## config.mk

```make
export PLATFORM = sky130hd
export DESIGN_NAME = cache_fill_ctrl
export DESIGN_NICKNAME = d
export VERILOG_FILES = /design/src/cache_pkg.sv /design/src/cache_fill_ctrl.sv
export SDC_FILE = /design/constraint.sdc
export NUM_CORES = 1
export LEC_CHECK = 0
export BUFFER_PORTS_ARGS = -buffer_cell sky130_fd_sc_hd__buf_4
export CELL_PAD_IN_SITES_DETAIL_PLACEMENT = 0
export CELL_PAD_IN_SITES_GLOBAL_PLACEMENT = 1
export CORE_ASPECT_RATIO = 1.75
export CORE_UTILIZATION = 33
export CTS_BUF_LIST = sky130_fd_sc_hd__clkbuf_4
export DETAILED_ROUTE_END_ITERATION = 16
export GPL_TIMING_DRIVEN = 0
export PLACE_DENSITY = 0.94
export SYNTH_ARGS = -nofsm -noshare
export SYNTH_HDL_FRONTEND = slang
export SYNTH_SLANG_ARGS = --single-unit
```

## constraint.sdc

```tcl
create_clock -name clk -period 6.9 [get_ports clk]
set_clock_uncertainty 0.2 [all_clocks]
set_input_delay 1.38 -clock clk [delete_from_list [all_inputs] [get_ports clk]]
set_output_delay 1.38 -clock clk [all_outputs]
set_load 0.01 [all_outputs]
```

## src/cache_pkg.sv

```systemverilog
`default_nettype none

package cache_pkg;

  ////////////////////////////////////////
  // Widths fixed by the 16-bit machine //
  ////////////////////////////////////////
  typedef logic [15:0] addr_t;      // Byte address from the processor.
  typedef logic [15:0] word_t;      // One data word of a cache line.
  typedef logic [5:0]  tag_t;       // Address bits 15:10.
  typedef logic [5:0]  index_t;     // Address bits 9:4, selects one of the sets.
  typedef logic [2:0]  word_sel_t;  // Address bits 3:1, selects a word in the line.
  typedef logic [3:0]  word_count_t; // Fill counter, runs 0 through 8.

  localparam int WORDS_PER_LINE = 8;  // Words in one cache line.
  localparam int NUM_SETS       = 64; // Sets in each way.

  ////////////////////////////////////////
  // Fill state machine encoding        //
  ////////////////////////////////////////
  // IDLE looks for a miss and waits for the memory grant.
  // WAIT collects the eight words of the line and then writes the tag.
  typedef enum logic {
    FILL_IDLE = 1'b0, // No fill in progress.
    FILL_WAIT = 1'b1  // Line fill streaming from memory.
  } fill_state_t;

endpackage

`default_nettype wire

```

## src/cache_fill_ctrl.sv

```systemverilog
`timescale 1ns/1ps
`default_nettype none

module cache_fill_ctrl (
  input  logic                  clk,            // System clock.
  input  logic                  rst_n,          // Asynchronous reset, active low.
  input  logic                  lookup_valid,   // Lookup stage holds a real request.
  input  logic                  lookup_miss,    // Neither way matches the lookup address.
  input  logic                  hit_way,        // Way that matched, 1 means way 1.
  input  logic                  victim_is_way0, // LRU bit of the lookup set.
  input  logic                  mem_grant,      // Memory grant level.
  input  logic                  mem_data_valid, // Memory word strobe.
  input  cache_pkg::addr_t      lookup_addr,    // Address held in the lookup stage.
  input  cache_pkg::word_t      mem_data,       // Word returned by memory.
  output logic                  stall,          // Holds the processor and lookup stage.
  output logic                  mem_req,        // Memory request level.
  output logic                  tag_write,      // Writes tag, valid and LRU.
  output logic                  data_write,     // Writes one word into the data array.
  output logic                  fill_way,       // Way being refilled.
  output logic                  lru_set_first,  // New LRU bit for the lookup set.
  output cache_pkg::addr_t      mem_addr,       // Address of the word expected next.
  output cache_pkg::word_sel_t  fill_word,      // Word slot being written.
  output cache_pkg::word_t      fill_data       // Word being written.
);

  cache_pkg::fill_state_t state;         // Current fill state.
  cache_pkg::fill_state_t nxt_state;     // Next fill state.
  cache_pkg::word_count_t word_count;    // Words already written for this line.
  logic                   miss;          // A real request missed in the lookup stage.
  logic                   clr_count;     // Restart the counter and address at the line base.
  logic                   incr_cnt;      // One word accepted from memory.
  logic                   chunks_filled; // All words of the line are in.

  assign miss          = lookup_valid & lookup_miss; // Only a real request starts a fill.
  assign chunks_filled = (word_count == cache_pkg::word_count_t'(cache_pkg::WORDS_PER_LINE));

  // The LRU bit names way 0 as victim when set, so way 1 is refilled otherwise.
  assign fill_way = ~victim_is_way0; // Refill the least recently used way.

  // After a hit in way 1 or a refill of way 1, way 0 becomes the next victim.
  assign lru_set_first = lookup_miss ? ~victim_is_way0 : hit_way;

  assign fill_word = cache_pkg::word_sel_t'(word_count[2:0]); // Low count bits pick the slot.
  assign fill_data = mem_data;                                // Memory word goes straight in.

  ////////////////////////////////////////
  // State, word count and address      //
  ////////////////////////////////////////
  always_ff @(posedge clk or negedge rst_n) begin
    if (!rst_n) begin
      state <= cache_pkg::FILL_IDLE; // No fill after reset.
    end else begin
      state <= nxt_state;            // Advance the state machine.
    end
  end

  always_ff @(posedge clk or negedge rst_n) begin
    if (!rst_n) begin
      word_count <= '0;                                   // Counter starts empty.
    end else if (clr_count) begin
      word_count <= '0;                                   // New miss restarts the count.
    end else if (incr_cnt) begin
      word_count <= word_count + cache_pkg::word_count_t'(1); // One more word written.
    end
  end

  always_ff @(posedge clk or negedge rst_n) begin
    if (!rst_n) begin
      mem_addr <= '0;                                   // Address register starts at zero.
    end else if (clr_count) begin
      mem_addr <= {lookup_addr[15:4], 4'h0};            // Line base of the missing address.
    end else if (incr_cnt) begin
      mem_addr <= mem_addr + cache_pkg::addr_t'(2);     // Next word is two bytes on.
    end
  end

  ////////////////////////////////////////
  // Transition and output logic        //
  ////////////////////////////////////////
  always_comb begin
    nxt_state  = state; // Stay put unless a branch moves on.
    stall      = 1'b0;  // Processor runs by default.
    mem_req    = 1'b0;  // No memory request by default.
    tag_write  = 1'b0;  // No tag update by default.
    data_write = 1'b0;  // No data update by default.
    clr_count  = 1'b0;  // Counter keeps its value by default.
    incr_cnt   = 1'b0;  // Counter holds by default.
    case (state)
      cache_pkg::FILL_IDLE: begin
        stall     = miss;   // A miss stops the processor in the same cycle.
        clr_count = miss;   // Load the line base while waiting for the grant.
        if (miss && mem_grant) begin
          nxt_state = cache_pkg::FILL_WAIT; // Grant seen, start streaming.
        end
      end
      cache_pkg::FILL_WAIT: begin
        stall      = 1'b1;                            // Held through the tag write.
        mem_req    = 1'b1;                            // Memory owns the fill now.
        data_write = mem_data_valid & ~chunks_filled; // Take each word that arrives.
        incr_cnt   = mem_data_valid & ~chunks_filled; // Count and step the address.
        tag_write  = chunks_filled;                   // Single tag write at the end.
        if (chunks_filled) begin
          nxt_state = cache_pkg::FILL_IDLE;           // Line complete.
        end
      end
      default: begin
        nxt_state = cache_pkg::FILL_IDLE; // Recover from an illegal encoding.
      end
    endcase
  end

endmodule

`default_nettype wire

```

=== Word level (Yosys, flattened, before mapping) ===
Index checks and enable logic that the tools add are counted.

* Logic and storage cells: 26
* Bits in registers: 21
* Bits of input ports: 40
* Output and inout port bits: 41

* Bitwise logic cells: 5
* Multiplexer cells: 13
* Add/sub/neg operators: 2
* Eq/ne operators: 1
* Reduce and logical (&&, ||, !) cells: 2

{| class="wikitable"
|+ Operator list
! cell !! count
|-
| 2-to-1 mux 16 bit || 2
|-
| adder 16 x 2 -> 16 bit (second input constant) || 1
|-
| 2-to-1 mux 4 bit || 2
|-
| 2-to-1 mux 1 bit || 7
|-
| adder 4 x 1 -> 4 bit (second input constant) || 1
|-
| equality test 4 bit (second input constant) || 1
|-
| one-hot mux 1 bit (2 select lines) || 2
|-
| NOT 1 bit || 3
|-
| AND 1 bit || 2
|-
| nonzero test 2 bit || 1
|-
| logical AND 1 bit || 1
|}

=== Depth between registers and ports, before layout ===
* Depth in word-level cells: 6
* Mapped depth: 7
* Mapped depth without buffers: 6

=== Worst setup path before layout ===
No wires, ideal clock.

* Path type: input to output
* From: input port mem_data_valid
* To: output port data_write
* Path slack: 3.482 ns
* Cell stages on the path: 2
* Path buffers: 0
* Data required time: 5.320 ns
* Arrival: 1.838 ns
* Cells stage by stage: nand2_1 nor2_1

* Cells in the longest elaborated chain, start to end: 2

{| class="wikitable"
|+ RTL lines
! what !! RTL line !! RTL
|-
| start, declared || cache_fill_ctrl.sv:12 || <nowiki>input logic mem_data_valid,</nowiki>
|-
| AND 1 bit || cache_fill_ctrl.sv:99 || <nowiki>data_write = mem_data_valid & ~chunks_filled;</nowiki>
|-
| 2-to-1 mux 1 bit || cache_fill_ctrl.sv:88 || <nowiki>case (state)</nowiki>
|-
| end, declared || cache_fill_ctrl.sv:18 || <nowiki>output logic data_write,</nowiki>
|}

No other way between the ends.

=== Worst setup path in the final report ===
Ends and elaborated chain as after synthesis.

==> impl_metrics.env <==
export IMPL_hold_viol_final=0
export IMPL_coreArea_sq_um=3830
export IMPL_dpl_hpwl_mm=2.46
export IMPL_vias_per_cell=4.80
export IMPL_hold_buffers=0
export IMPL_die_h_um=85.5
export IMPL_dr_pass1_iters=4
export IMPL_routedWlPerCell_um=11.8
export IMPL_gp_congestion=0.808
export IMPL_rows=30
export IMPL_power_density_nw_per_um2=331
export IMPL_ys_ff_latch=20
export IMPL_drv_cap=0
export IMPL_die_area_sq_um=4250
export IMPL_crit_required_ns=5.32
export IMPL_h_tree_depth=1
export IMPL_yosysSeqAreaShare_pct=38.1
export IMPL_syn_cell_area_sq_um=1320
export IMPL_drtIter0Drc=14
export IMPL_yosysWarnings=0
export IMPL_finalCritPeriodShare_pct=55.0
export IMPL_finalSetupViolCount=0
export IMPL_drv_slew=0
export IMPL_port_buffers=59
export IMPL_n_antenna_cell=0
export IMPL_syn_num_nets=191
export IMPL_final_cell_mix="79 x buf_4, 20 x dfrtp_1, 13 x nor2_1"
export IMPL_grtUsageTotal_pct=14.7
export IMPL_r2r_slack_ns=4.46
export IMPL_place_ws_ns=3.11
export IMPL_fillCellCount=422
export IMPL_grt_first_pass_wirelength_mm=4.82
export IMPL_hold_end="mem_addr[15]"
export IMPL_synth_cell_types=33
export IMPL_numClockSinks=20
export IMPL_setup_slack_ns=3.10
export IMPL_min_from="mem_addr[15]"
export IMPL_irDropWorstVdd_mv=0.147
export IMPL_hold_class="reg -> reg"
export IMPL_cts_tree="done"
export IMPL_worstRegToRegCells=6
export IMPL_power_leakage_nw=0.848
export IMPL_ios=81
export IMPL_hold_path_depth=2
export IMPL_synth_avg_cell_area_sq_um=8.95
export IMPL_start_util_pct=34.3
export IMPL_rsz0062_at_grt="no"
export IMPL_wirelength_mm=3.04
export IMPL_clk_latency_ns=0.30
export IMPL_final_common_cell="buf_4"
export IMPL_rr_startpoint="word_count[0]"
export IMPL_vias=1239
export IMPL_clockBufferDepth=2
export IMPL_remaining_drc_errors=0
export IMPL_final_layout_size_suffix_gt1_share_pct=43.8
export IMPL_cts_buffers=3
export IMPL_grt_max_degree=21
export IMPL_period_needed_ns=3.80
export IMPL_clkTransAtPathRegs_ns=0.11
export IMPL_overflow=0
export IMPL_worstSetupEndpointType="output port"
export IMPL_outcome="finished clean"
export IMPL_syn_inst=147
export IMPL_cts_root_buf="clkbuf_4"
export IMPL_holdWs_ns=0.380
export IMPL_r2r_end="mem_addr[14]"
export IMPL_area_growth_pct=40.2
export IMPL_cp_max_fo=6
export IMPL_final_area_sq_um=1840
export IMPL_place_area_sq_um=1820
export IMPL_critPathKind="in -> out"
export IMPL_postCtsSetupRepairBufs=0
export IMPL_die_x_um=49.7
export IMPL_ant_nets=0
export IMPL_grt_pass1_vias=1118
export IMPL_antenna_found_initial=0
export IMPL_critPathLaunchType="primary input"
export IMPL_fmax_mhz=263
export IMPL_finish_utilization_pct=48.2
export IMPL_tns_ns=0
export IMPL_layout_nets=255
export IMPL_arrival_ns=2.22
export IMPL_post_cts_resized=0
==> per-stage QoR <==
stage | total power, mW | cells
after floorplan | 0.412 | 147
after global placement | 0.551 | 254
after detailed placement | 0.561 | 254
after CTS | 0.618 | 258
after global routing | 0.660 | 258
final | 0.610 | 258
==> power breakdown <==
group | total [mW] | leakage (nW) | internal, mW | switching [mW]
registers | 0.253 | 0.240 | 0.173 | 0.0796
logic | 0.302 | 0.592 | 0.166 | 0.135
clock network | 0.0559 | 0.0154 | 0.0211 | 0.0348
==> layer usage <==
metal  share of wire, %  vias up  wire length, um  GRT usage (%)
li1                   -      619                -              -
met1                 38      558             1140           16.5
met2                 54       57             1640           27.0
met3                6.5        5              197           1.42
met4                1.8        0               55           7.01
met5                  0        -                0              0
==> registers in the layout (all words and copies together), names as in the netlist <==
name and count:
mem_addr 15, word_count 4, state 1
==> cell families (layout without fill, tap and decap cells) <==
logic type	Yosys count	after routing	synth area share, %
buf+inv	28	91	13.7
compound gates	21	21	9.42
fa+ha+maj	4	4	3.81
flops	20	20	38.1
mux	1	1	0.856
xor+xnor	12	12	7.99
simple gates	60	60	25.9
other cells	1	1	0.285
==> cell usage after synthesis, drive strengths merged <==
cell | number | area share [%]
nor3 | 2 | 0.76
nor2 | 13 | 3.7
o21ai | 9 | 3.4
nor4b | 2 | 1.3
inv | 4 | 1.1
nand2 | 12 | 3.4
xor2 | 3 | 2.0
or4 | 5 | 3.2
buf | 20 | 11
or2 | 1 | 0.48
xnor2 | 9 | 6.0
nand3b | 1 | 0.57
nor4 | 3 | 1.4
and2 | 2 | 1.1
or3 | 3 | 1.5
conb | 1 | 0.29
dfrtp | 20 | 38
or4b | 1 | 0.76
mux2 | 1 | 0.86
nand3 | 10 | 3.8
a31oi | 4 | 1.9
clkbuf | 4 | 1.1
o31ai | 2 | 1.1
ha | 4 | 3.8
nand4 | 4 | 3.0
a22o | 1 | 0.76
a21oi | 4 | 1.5
a21o | 1 | 0.67
and3b | 1 | 0.67
==> how the worst max path moves through the flow <==
stage / from / to / slack (ns)
after floorplan: mem_data_valid / data_write / 3.48
after global placement: mem_data_valid / data_write / 3.11
after detailed placement: mem_data_valid / data_write / 3.11
after CTS: mem_data_valid / data_write / 3.11
after global routing: mem_data_valid / data_write / 3.03
final: mem_data_valid / data_write / 3.10
==> worst max-delay path, stage by stage <==
cell,delay (ns)
buf_4,0.11
nand2_1,0.13
nor2_1,0.39
buf_4,0.21
==> final cells by class <==
cell class	instances	area [sq um]	share of cell area, %
Clock inverter	1	3.75	0.204
Clock buffer	3	22.5	1.22
Buffer	24	165	8.96
Inverter	4	15.0	0.814
Tap cell	48	60.1	3.26
Multi-Input combinational cell	99	634	34.4
Timing Repair Buffer	59	443	24.0
Sequential cell	20	500	27.1
(Power assumes the default switching activity.)
