==> src/cache_pkg.sv <==
`default_nettype none

package cache_pkg;

  ////////////////////////////////////////
  // Widths fixed by the 16-bit machine //
  ////////////////////////////////////////
  typedef logic [15:0] addr_t;      // Byte address from the processor.
  typedef logic [15:0] word_t;      // One data word of a cache line.
  typedef logic [5:0]  tag_t;       // Address bits 15:10.
  typedef logic [5:0]  index_t;     // Address bits 9:4, selects one of the sets.
  typedef logic [2:0]  word_sel_t;  // Address bits 3:1, selects a word in the line.
  typedef logic [3:0]  word_count_t; // Fill counter, runs 0 through 8.

  localparam int WORDS_PER_LINE = 8;  // Words in one cache line.
  localparam int NUM_SETS       = 64; // Sets in each way.

  ////////////////////////////////////////
  // Fill state machine encoding        //
  ////////////////////////////////////////
  // IDLE looks for a miss and waits for the memory grant.
  // WAIT collects the eight words of the line and then writes the tag.
  typedef enum logic {
    FILL_IDLE = 1'b0, // No fill in progress.
    FILL_WAIT = 1'b1  // Line fill streaming from memory.
  } fill_state_t;

endpackage

`default_nettype wire

==> src/cache_tag_array.sv <==
`timescale 1ns/1ps
`default_nettype none

module cache_tag_array (
  input  logic             clk,            // System clock.
  input  logic             rst_n,          // Asynchronous reset, active low.
  input  logic             cpu_rd,         // Processor read request.
  input  logic             stall,          // Fill in progress, hold the stage.
  input  logic             tag_write,      // End of fill, write tag and valid.
  input  logic             fill_way,       // Way being refilled.
  input  logic             lru_set_first,  // New LRU bit for the lookup set.
  input  cache_pkg::addr_t cpu_addr,       // Processor byte address.
  output logic             lookup_valid,   // Stage holds a real request.
  output logic             lookup_miss,    // Neither way matches.
  output logic             hit_way,        // Matching way, 1 means way 1.
  output logic             victim_is_way0, // LRU bit of the lookup set.
  output logic             rd_valid,       // Read data is valid this cycle.
  output cache_pkg::addr_t lookup_addr     // Address held in the stage.
);

  cache_pkg::tag_t           tag_way0 [cache_pkg::NUM_SETS]; // Tags of way 0.
  cache_pkg::tag_t           tag_way1 [cache_pkg::NUM_SETS]; // Tags of way 1.
  logic [cache_pkg::NUM_SETS-1:0] valid_way0; // Valid bits of way 0.
  logic [cache_pkg::NUM_SETS-1:0] valid_way1; // Valid bits of way 1.
  logic [cache_pkg::NUM_SETS-1:0] lru;        // Set means way 0 is the victim.
  cache_pkg::index_t         lookup_idx;      // Set of the staged address.
  cache_pkg::tag_t           lookup_tag;      // Tag of the staged address.
  logic                      match0;          // Way 0 holds the staged line.
  logic                      match1;          // Way 1 holds the staged line.

  ////////////////////////////////////////
  // Lookup stage register              //
  ////////////////////////////////////////
  always_ff @(posedge clk or negedge rst_n) begin
    if (!rst_n) begin
      lookup_valid <= 1'b0;   // Empty stage after reset.
    end else if (!stall) begin
      lookup_valid <= cpu_rd; // Record whether this cycle carried a request.
    end
  end

  always_ff @(posedge clk) begin
    if (!stall) begin
      lookup_addr <= cpu_addr; // Address is held while a fill runs.
    end
  end

  ////////////////////////////////////////
  // Compare                            //
  ////////////////////////////////////////
  assign lookup_idx = lookup_addr[9:4];   // Set index field.
  assign lookup_tag = lookup_addr[15:10]; // Tag field.
  assign match0 = valid_way0[lookup_idx] && (tag_way0[lookup_idx] == lookup_tag);
  assign match1 = valid_way1[lookup_idx] && (tag_way1[lookup_idx] == lookup_tag);

  assign lookup_miss    = ~(match0 | match1);                   // Line absent in both ways.
  assign hit_way        = match1;                               // Way 1 wins the select.
  assign victim_is_way0 = lru[lookup_idx];                      // Current victim choice.
  assign rd_valid       = lookup_valid & ~lookup_miss & ~stall; // Served hit.

  ////////////////////////////////////////
  // Tag, valid and LRU update          //
  ////////////////////////////////////////
  always_ff @(posedge clk or negedge rst_n) begin
    if (!rst_n) begin
      valid_way0 <= '0; // Cache starts empty.
      valid_way1 <= '0;
      lru        <= '0; // Way 1 is the first victim.
      for (int i = 0; i < cache_pkg::NUM_SETS; i++) begin
        tag_way0[i] <= '0; // Known tag contents.
        tag_way1[i] <= '0;
      end
    end else begin
      if (rd_valid || tag_write) begin
        lru[lookup_idx] <= lru_set_first; // Track the most recent use.
      end
      if (tag_write && !fill_way) begin
        tag_way0[lookup_idx]   <= lookup_tag; // New line lands in way 0.
        valid_way0[lookup_idx] <= 1'b1;
      end
      if (tag_write && fill_way) begin
        tag_way1[lookup_idx]   <= lookup_tag; // New line lands in way 1.
        valid_way1[lookup_idx] <= 1'b1;
      end
    end
  end

endmodule

`default_nettype wire

==> config.mk <==
export PLATFORM = sky130hd
export DESIGN_NAME = cache_tag_array
export DESIGN_NICKNAME = d
export VERILOG_FILES = /design/src/cache_pkg.sv /design/src/cache_tag_array.sv
export SDC_FILE = /design/constraint.sdc
export NUM_CORES = 2
export LEC_CHECK = 0
export BUFFER_PORTS_ARGS = -buffer_cell sky130_fd_sc_hd__buf_2
export CAP_MARGIN = 40
export CORE_MARGIN = 2
export CORE_UTILIZATION = 50
export DETAILED_ROUTE_END_ITERATION = 10
export PLACE_DENSITY = 0.75
export SYNTH_ARGS = -nofsm -noshare
export SYNTH_HDL_FRONTEND = slang
export SYNTH_SLANG_ARGS = --single-unit
==> constraint.sdc <==
create_clock -name clk -period 10.65 [get_ports clk]
set_input_delay 0 -clock clk [delete_from_list [all_inputs] [get_ports clk]]
set_output_delay 0 -clock clk [all_outputs]
set_load 0.05 [all_outputs]
== Word-level counts from Yosys, hierarchy flattened ==
Index checks and enable logic that the tools add are counted.
Operators by class
  reductions and logical operators: 8
  mux-type cells: 19
  eq/ne operators: 2
  bitwise logic cells: 8
  order comparisons: 4
Operators by type and width (number)
  $bwmux W384: 2
  $or A64 B64 Y64: 2
  $bmux W6 S6: 2
  $bwmux W64: 1
  $demux W6 S6: 1
  $mux W6: 5
  $bmux W1 S6: 3
  $eq A6 B6 Y1: 2
  $ge A7 B7 Y1 const B: 1
  $lt A6 B7 Y1 const B: 1
  $lt A7 B1 Y1 const B: 1
  $not A6 Y7: 1
  $demux W1 S6: 1
  $ge A6 B1 Y1 const B: 1
  $logic_and A1 B1 Y1: 6
  $mux W1: 4
  $and A1 B1 Y1: 2
  $not A1 Y1: 2
  $logic_not A1 Y1: 1
  $logic_or A1 B1 Y1: 1
  $or A1 B1 Y1: 1
Word-level totals
  output and inout bits: 21
  word-level logic and storage cells: 174
  bits of input ports: 23
  bits in registers: 977

== Longest topological paths before layout ==
  depth after elaboration: 10
  depth in mapped cells: 16
  gate-level depth less buffers: 10

== Worst setup path before layout ==
OpenSTA, ideal clock, no wires.
  kind: flip-flop to output port
  start: register lookup_addr[6]
  end: output port rd_valid
  slack: 4.407 ns
  buffers on the path: 4
  required time: 10.650 ns
  cell stages (with the launch flop): 15
  data arrival time: 6.243 ns
  cells stage by stage: edfxtp_1 buf_4 buf_4 buf_2 buf_2 mux2i_1 o22ai_1 o41ai_1 o2111ai_1 nor3_1 xnor2_1 or4_1 nor4_1 a21oi_1 nor2b_1
Between the ends
  longest elaborated chain between the ends: 9
  elaborated cells on any way between the ends: 18
  those cells by class: eq/ne: 2; mux: 10; bitwise: 4; reduce/logical: 2
RTL lines
  start, declared: RTL line cache_tag_array.sv:18  | output cache_pkg::addr_t lookup_addr
  start signal, assigned: RTL line cache_tag_array.sv:44  | lookup_addr <= cpu_addr;
  $not A6 Y7 (not written as such): RTL line cache_tag_array.sv:54  | assign match1 = valid_way1[lookup_idx] && (tag_way1[lookup_idx] == lookup_tag);
  $bmux W6 S6: RTL line cache_tag_array.sv:54
  $mux W6 (not written as such) (2 in series): RTL line cache_tag_array.sv:54
  $eq A6 B6 Y1: RTL line cache_tag_array.sv:54
  $logic_and A1 B1 Y1 *: RTL line cache_tag_array.sv:54
  net hit_way: RTL line cache_tag_array.sv:15  | output logic hit_way,
  $or A1 B1 Y1 *: RTL line cache_tag_array.sv:56  | assign lookup_miss = ~(match0 | match1);
  $and A1 B1 Y1 * (2 in series): RTL line cache_tag_array.sv:59  | assign rd_valid = lookup_valid & ~lookup_miss & ~stall;
  end, declared: RTL line cache_tag_array.sv:17  | output logic rd_valid,
The timed path passes the listed nets; every way through them passes the cells marked *. The select of a mux whose other input is x is not followed.

== Worst setup path in the final report ==
  start: register lookup_addr[5]
  end: output port rd_valid
Between the ends
  longest elaborated chain between the ends: 9
  elaborated cells on any way between the ends: 18
  those cells by class: eq/ne: 2; mux: 10; bitwise: 4; reduce/logical: 2
RTL lines (RTL line)
  $not A6 Y7 (not written as such): cache_tag_array.sv:53, cache_tag_array.sv:54
  $bmux W6 S6 (on tied branches): cache_tag_array.sv:53, cache_tag_array.sv:54
  $mux W6 (on tied branches) (2 in series): cache_tag_array.sv:53, cache_tag_array.sv:54
  $eq A6 B6 Y1 (on tied branches): cache_tag_array.sv:53, cache_tag_array.sv:54
  $logic_and A1 B1 Y1 (on tied branches): cache_tag_array.sv:53, cache_tag_array.sv:54
  $or A1 B1 Y1 *: cache_tag_array.sv:56
  $and A1 B1 Y1 * (2 in series): cache_tag_array.sv:59
Every way passes the cells marked *; elsewhere a longest branch is shown, timed or not. The select of a mux whose other input is x is not followed.

==> impl_metrics.env <==
export IMPL_result_of_the_run="finished, final reports clean"
export IMPL_final_common_cell="sky130_fd_sc_hd__dfrtp_1"
export IMPL_timing_worst_slew_pin_value_ns=1.17
export IMPL_ctsLongestPathBuffers=3
export IMPL_cts_max_level=3
export IMPL_drt_iter0_markers=3618
export IMPL_seqPwrFrac=0.477
export IMPL_post_synth_cell_area_avg_um2=13.5
export IMPL_clock_sinks=977
export IMPL_dr_total_vias=29400
export IMPL_global_route_usage_total=0.276
export IMPL_synthCells=3299
export IMPL_timing_hold_worst_class="in -> async"
export IMPL_buffer_ports_inserted=43
export IMPL_remaining_drc_errors=0
export IMPL_fp_row_count=109
export IMPL_setup_worst_path_start_class="flop"
export IMPL_final_min_clock_period_ns=6.25
export IMPL_timing_critical_path_max_delay_family="buffers and inverters"
export IMPL_cts_hold_repair_buffers=20
export IMPL_power_switching_w=0.00246
export IMPL_timing_reg2reg_worst_path_depth=14
export IMPL_layout_common_cells="sky130_fd_sc_hd__dfrtp_1 (961), sky130_fd_sc_hd__mux2_2 (826), sky130_fd_sc_hd__mux2i_1 (165)"
export IMPL_fp_dieArea_um2=91600
export IMPL_placedInstanceArea_um2=45800
export IMPL_global_route_overflow_total=0
export IMPL_slew_headroom=0.220
export IMPL_postLayoutCoreUtil=0.558
export IMPL_final_max_slew_violation_count=0
export IMPL_final_hold_worst_slack_ns=0.00801
export IMPL_height_of_the_die_um=303
export IMPL_worstPathArrival_ns=6.25
export IMPL_critPathCaptureType="primary output"
export IMPL_power_ir_vdd_worst_mv=0.126
export IMPL_worst_path_largest_cell_delay_ns=0.79
export IMPL_cts_repair_resized=0
export IMPL_mappedNetlistNets=3322
export IMPL_min_period_over_period=0.586
export IMPL_synth_warnings=0
export IMPL_number_of_routed_nets_with_antenna_violations=0
export IMPL_leakage_power_figure_nw=23.1
export IMPL_synth_sequential_area_ratio=0.550
export IMPL_netlist_cell_type_count=70
export IMPL_die_x_um=303
export IMPL_power_per_cell_area_nw_per_um2=188
export IMPL_routed_wl_per_cell_um=27.6
export IMPL_grt_first_pass_wirelength_mm=191
export IMPL_io_pins=44
export IMPL_cts_post_setup_buffers_inserted=0
export IMPL_power_combinational_fraction=0.143
export IMPL_number_of_buffers_added_by_the_clock_tree_synthesis_step=100
export IMPL_synth_area_um2=44600
export IMPL_ctsRootBufferMaster="sky130_fd_sc_hd__clkbuf_16"
export IMPL_critical_path_depth=15
export IMPL_grt_antenna_before_repair=4
export IMPL_place_congestion=0.889
export IMPL_fmax_ghz=0.160
export IMPL_fin_skew_ns=0.0399
export IMPL_tritoncts="done"
export IMPL_timing_critical_path_buf_inv=5
export IMPL_fillcell_total=7037
export IMPL_synth_enable_flop_cells=16
export IMPL_placeable_area_um2=88400
export IMPL_critical_path_start_end_classification="reg -> out"
export IMPL_hold_violations=0
export IMPL_maxcap_viol_count=0
export IMPL_setup_viol=0
export IMPL_power_switching_fraction=0.264
export IMPL_p_total_w=0.00930
export IMPL_routed_wirelength_mm=125
export IMPL_path_cells="buf_12 > buf_4 > nand2b_2 > buf_4 > o22ai_1 > a21oi_1 > o22ai_1 > nor4_2 > xnor2_1 > or4_1 > nor4_1 > clkdlybuf4s18_2 > a21oi_1 > nor2b_1 > buf_2"
export IMPL_power_share_clock=0.381
export IMPL_ys_seq_elements=977
export IMPL_clk_insertion_delay_late_ns=0.69
export IMPL_flow_area_growth_from_synthesis_pct=10.7
export IMPL_layout_cell_area_non_filler_um2=49300
export IMPL_synth_ff_type="sky130_fd_sc_hd__dfrtp_1"
export IMPL_nets=3313
export IMPL_unrepaired_setup_endpoints_after_global_routing="no"
export IMPL_fin_tns_setup_ns=0
export IMPL_worst_ep_required_time_ns=10.65
export IMPL_largest_net_degree_at_the_start_of_global_routing=189
export IMPL_critical_path_peak_fanout=67
export IMPL_clk_transition_reported_paths_ns=0.06
export IMPL_start_util=0.504
export IMPL_asyncSetResetFlopFracSynth=0.984
export IMPL_vias_per_cell=6.49
export IMPL_first_global_vias=29500
export IMPL_dpl_hpwl_mm=76.5
export IMPL_cell_internal_pwr_w=0.00684
export IMPL_timing_critical_path_slowest_stage_cell="sky130_fd_sc_hd__nand2b_2"
export IMPL_drt_pass1_iter_count=8
export IMPL_drive_gt1_frac=0.392
registers in the layout (all words and copies together), names as in the netlist:
name / cells
tag_way1: 384
valid_way1: 64
lookup_addr: 16
lru: 64
tag_way0: 384
valid_way0: 64
lookup_valid: 1
cell families (layout without fill, tap and decap cells):
logic type / count (synthesis) / in the layout / synth area share
simple gates: 549 / 549 / 0.0643
xor+xnor: 7 / 7 / 0.00138
mux: 1073 / 1073 / 0.285
buf+inv: 265 / 335 / 0.0286
other cells: 0 / 3 / 0
compound gates: 428 / 428 / 0.0705
flops: 977 / 977 / 0.550
power by group through the flow:
stage          logic [W]  registers, W  clock network (W)
5_1_grt          0.00141       0.00448            0.00373
2_1_floorplan   0.000897       0.00443                  0
4_1_cts          0.00131       0.00442            0.00358
3_3_place_gp     0.00127       0.00446                  0
3_5_place_dp     0.00130       0.00448                  0
6_report         0.00132       0.00443            0.00354
through the flow:
step | setup slack, ns | std cells
floorplan | 4.41 | 3299
global placement | 4.86 | 4319
detailed placement | 4.74 | 4333
CTS | 4.51 | 4534
global route | 4.24 | 4534
finish | 4.40 | 4537
cell type report:
cell class,instances,area (um2),share of cell area
well taps,1165,1460,0.0296
clock buffers,143,2920,0.0591
diodes,3,7.51,0.000152
clock inverters,38,387,0.00784
multi-input cells,2057,18800,0.381
repair buffers,140,1170,0.0237
inverters,14,52.6,0.00107
flip-flops and latches,977,24500,0.497
layer usage:
metal  share of wire  vias up  GRT usage
li1                -    12200          -
met1            0.42    15500      0.395
met2            0.44     1452      0.405
met3           0.095      307     0.0700
met4           0.038        4      0.109
met5         0.00018        -          0
worst register-to-register path: cells and delay by family, from the launching register on:
| kind | cells | cell delay [ns] |
|---|---|---|
| AO/OA/AOI/OAI | 6 | 1.78 |
| multiplexers | 1 | 0.35 |
| buffers and inverters | 4 | 2.03 |
| flip-flops | 1 | 0.40 |
| AND/OR/NAND/NOR | 3 | 1.46 |
Yosys cell counts, drive strengths merged (9+ instances only):
library cell,n,share of area
or2,93,0.013
edfxtp,16,0.011
a31oi,9,0.0013
a222oi,10,0.0022
nand2,126,0.011
nand2b,40,0.0056
nor2,137,0.012
mux4,73,0.037
o2bb2ai,9,0.0018
nor3,76,0.011
mux2i,165,0.037
o22ai,73,0.010
a21oi,53,0.0060
o21ai,66,0.0074
a221o,54,0.012
buf,112,0.016
clkbuf,139,0.012
and3,11,0.0015
a22o,12,0.0024
mux2,835,0.21
a22oi,41,0.0069
inv,14,0.0012
nor2b,11,0.0015
nand3,9,0.0010
a221oi,39,0.0077
dfrtp,961,0.54
final timing paths:
path	startpoint	end	slack (ns)
max	lookup_addr[5]$_DFFE_PN_	rd_valid	4.40
min	rst_n	valid_way0[5]$_DFFE_PN0P_	0.008
max reg2reg	lookup_addr[5]$_DFFE_PN_	lru[33]$_DFFE_PN0P_	4.53
min reg2reg	valid_way0[61]$_DFFE_PN0P_	valid_way0[61]$_DFFE_PN0P_	0.46
max in group asynchronous	rst_n	tag_way1[303]$_DFFE_PN0P_	8.37
min in group clk	cpu_addr[11]	lookup_addr[11]$_DFFE_PN_	0.03
No activity file was read; power rests on OpenSTA's default activity.
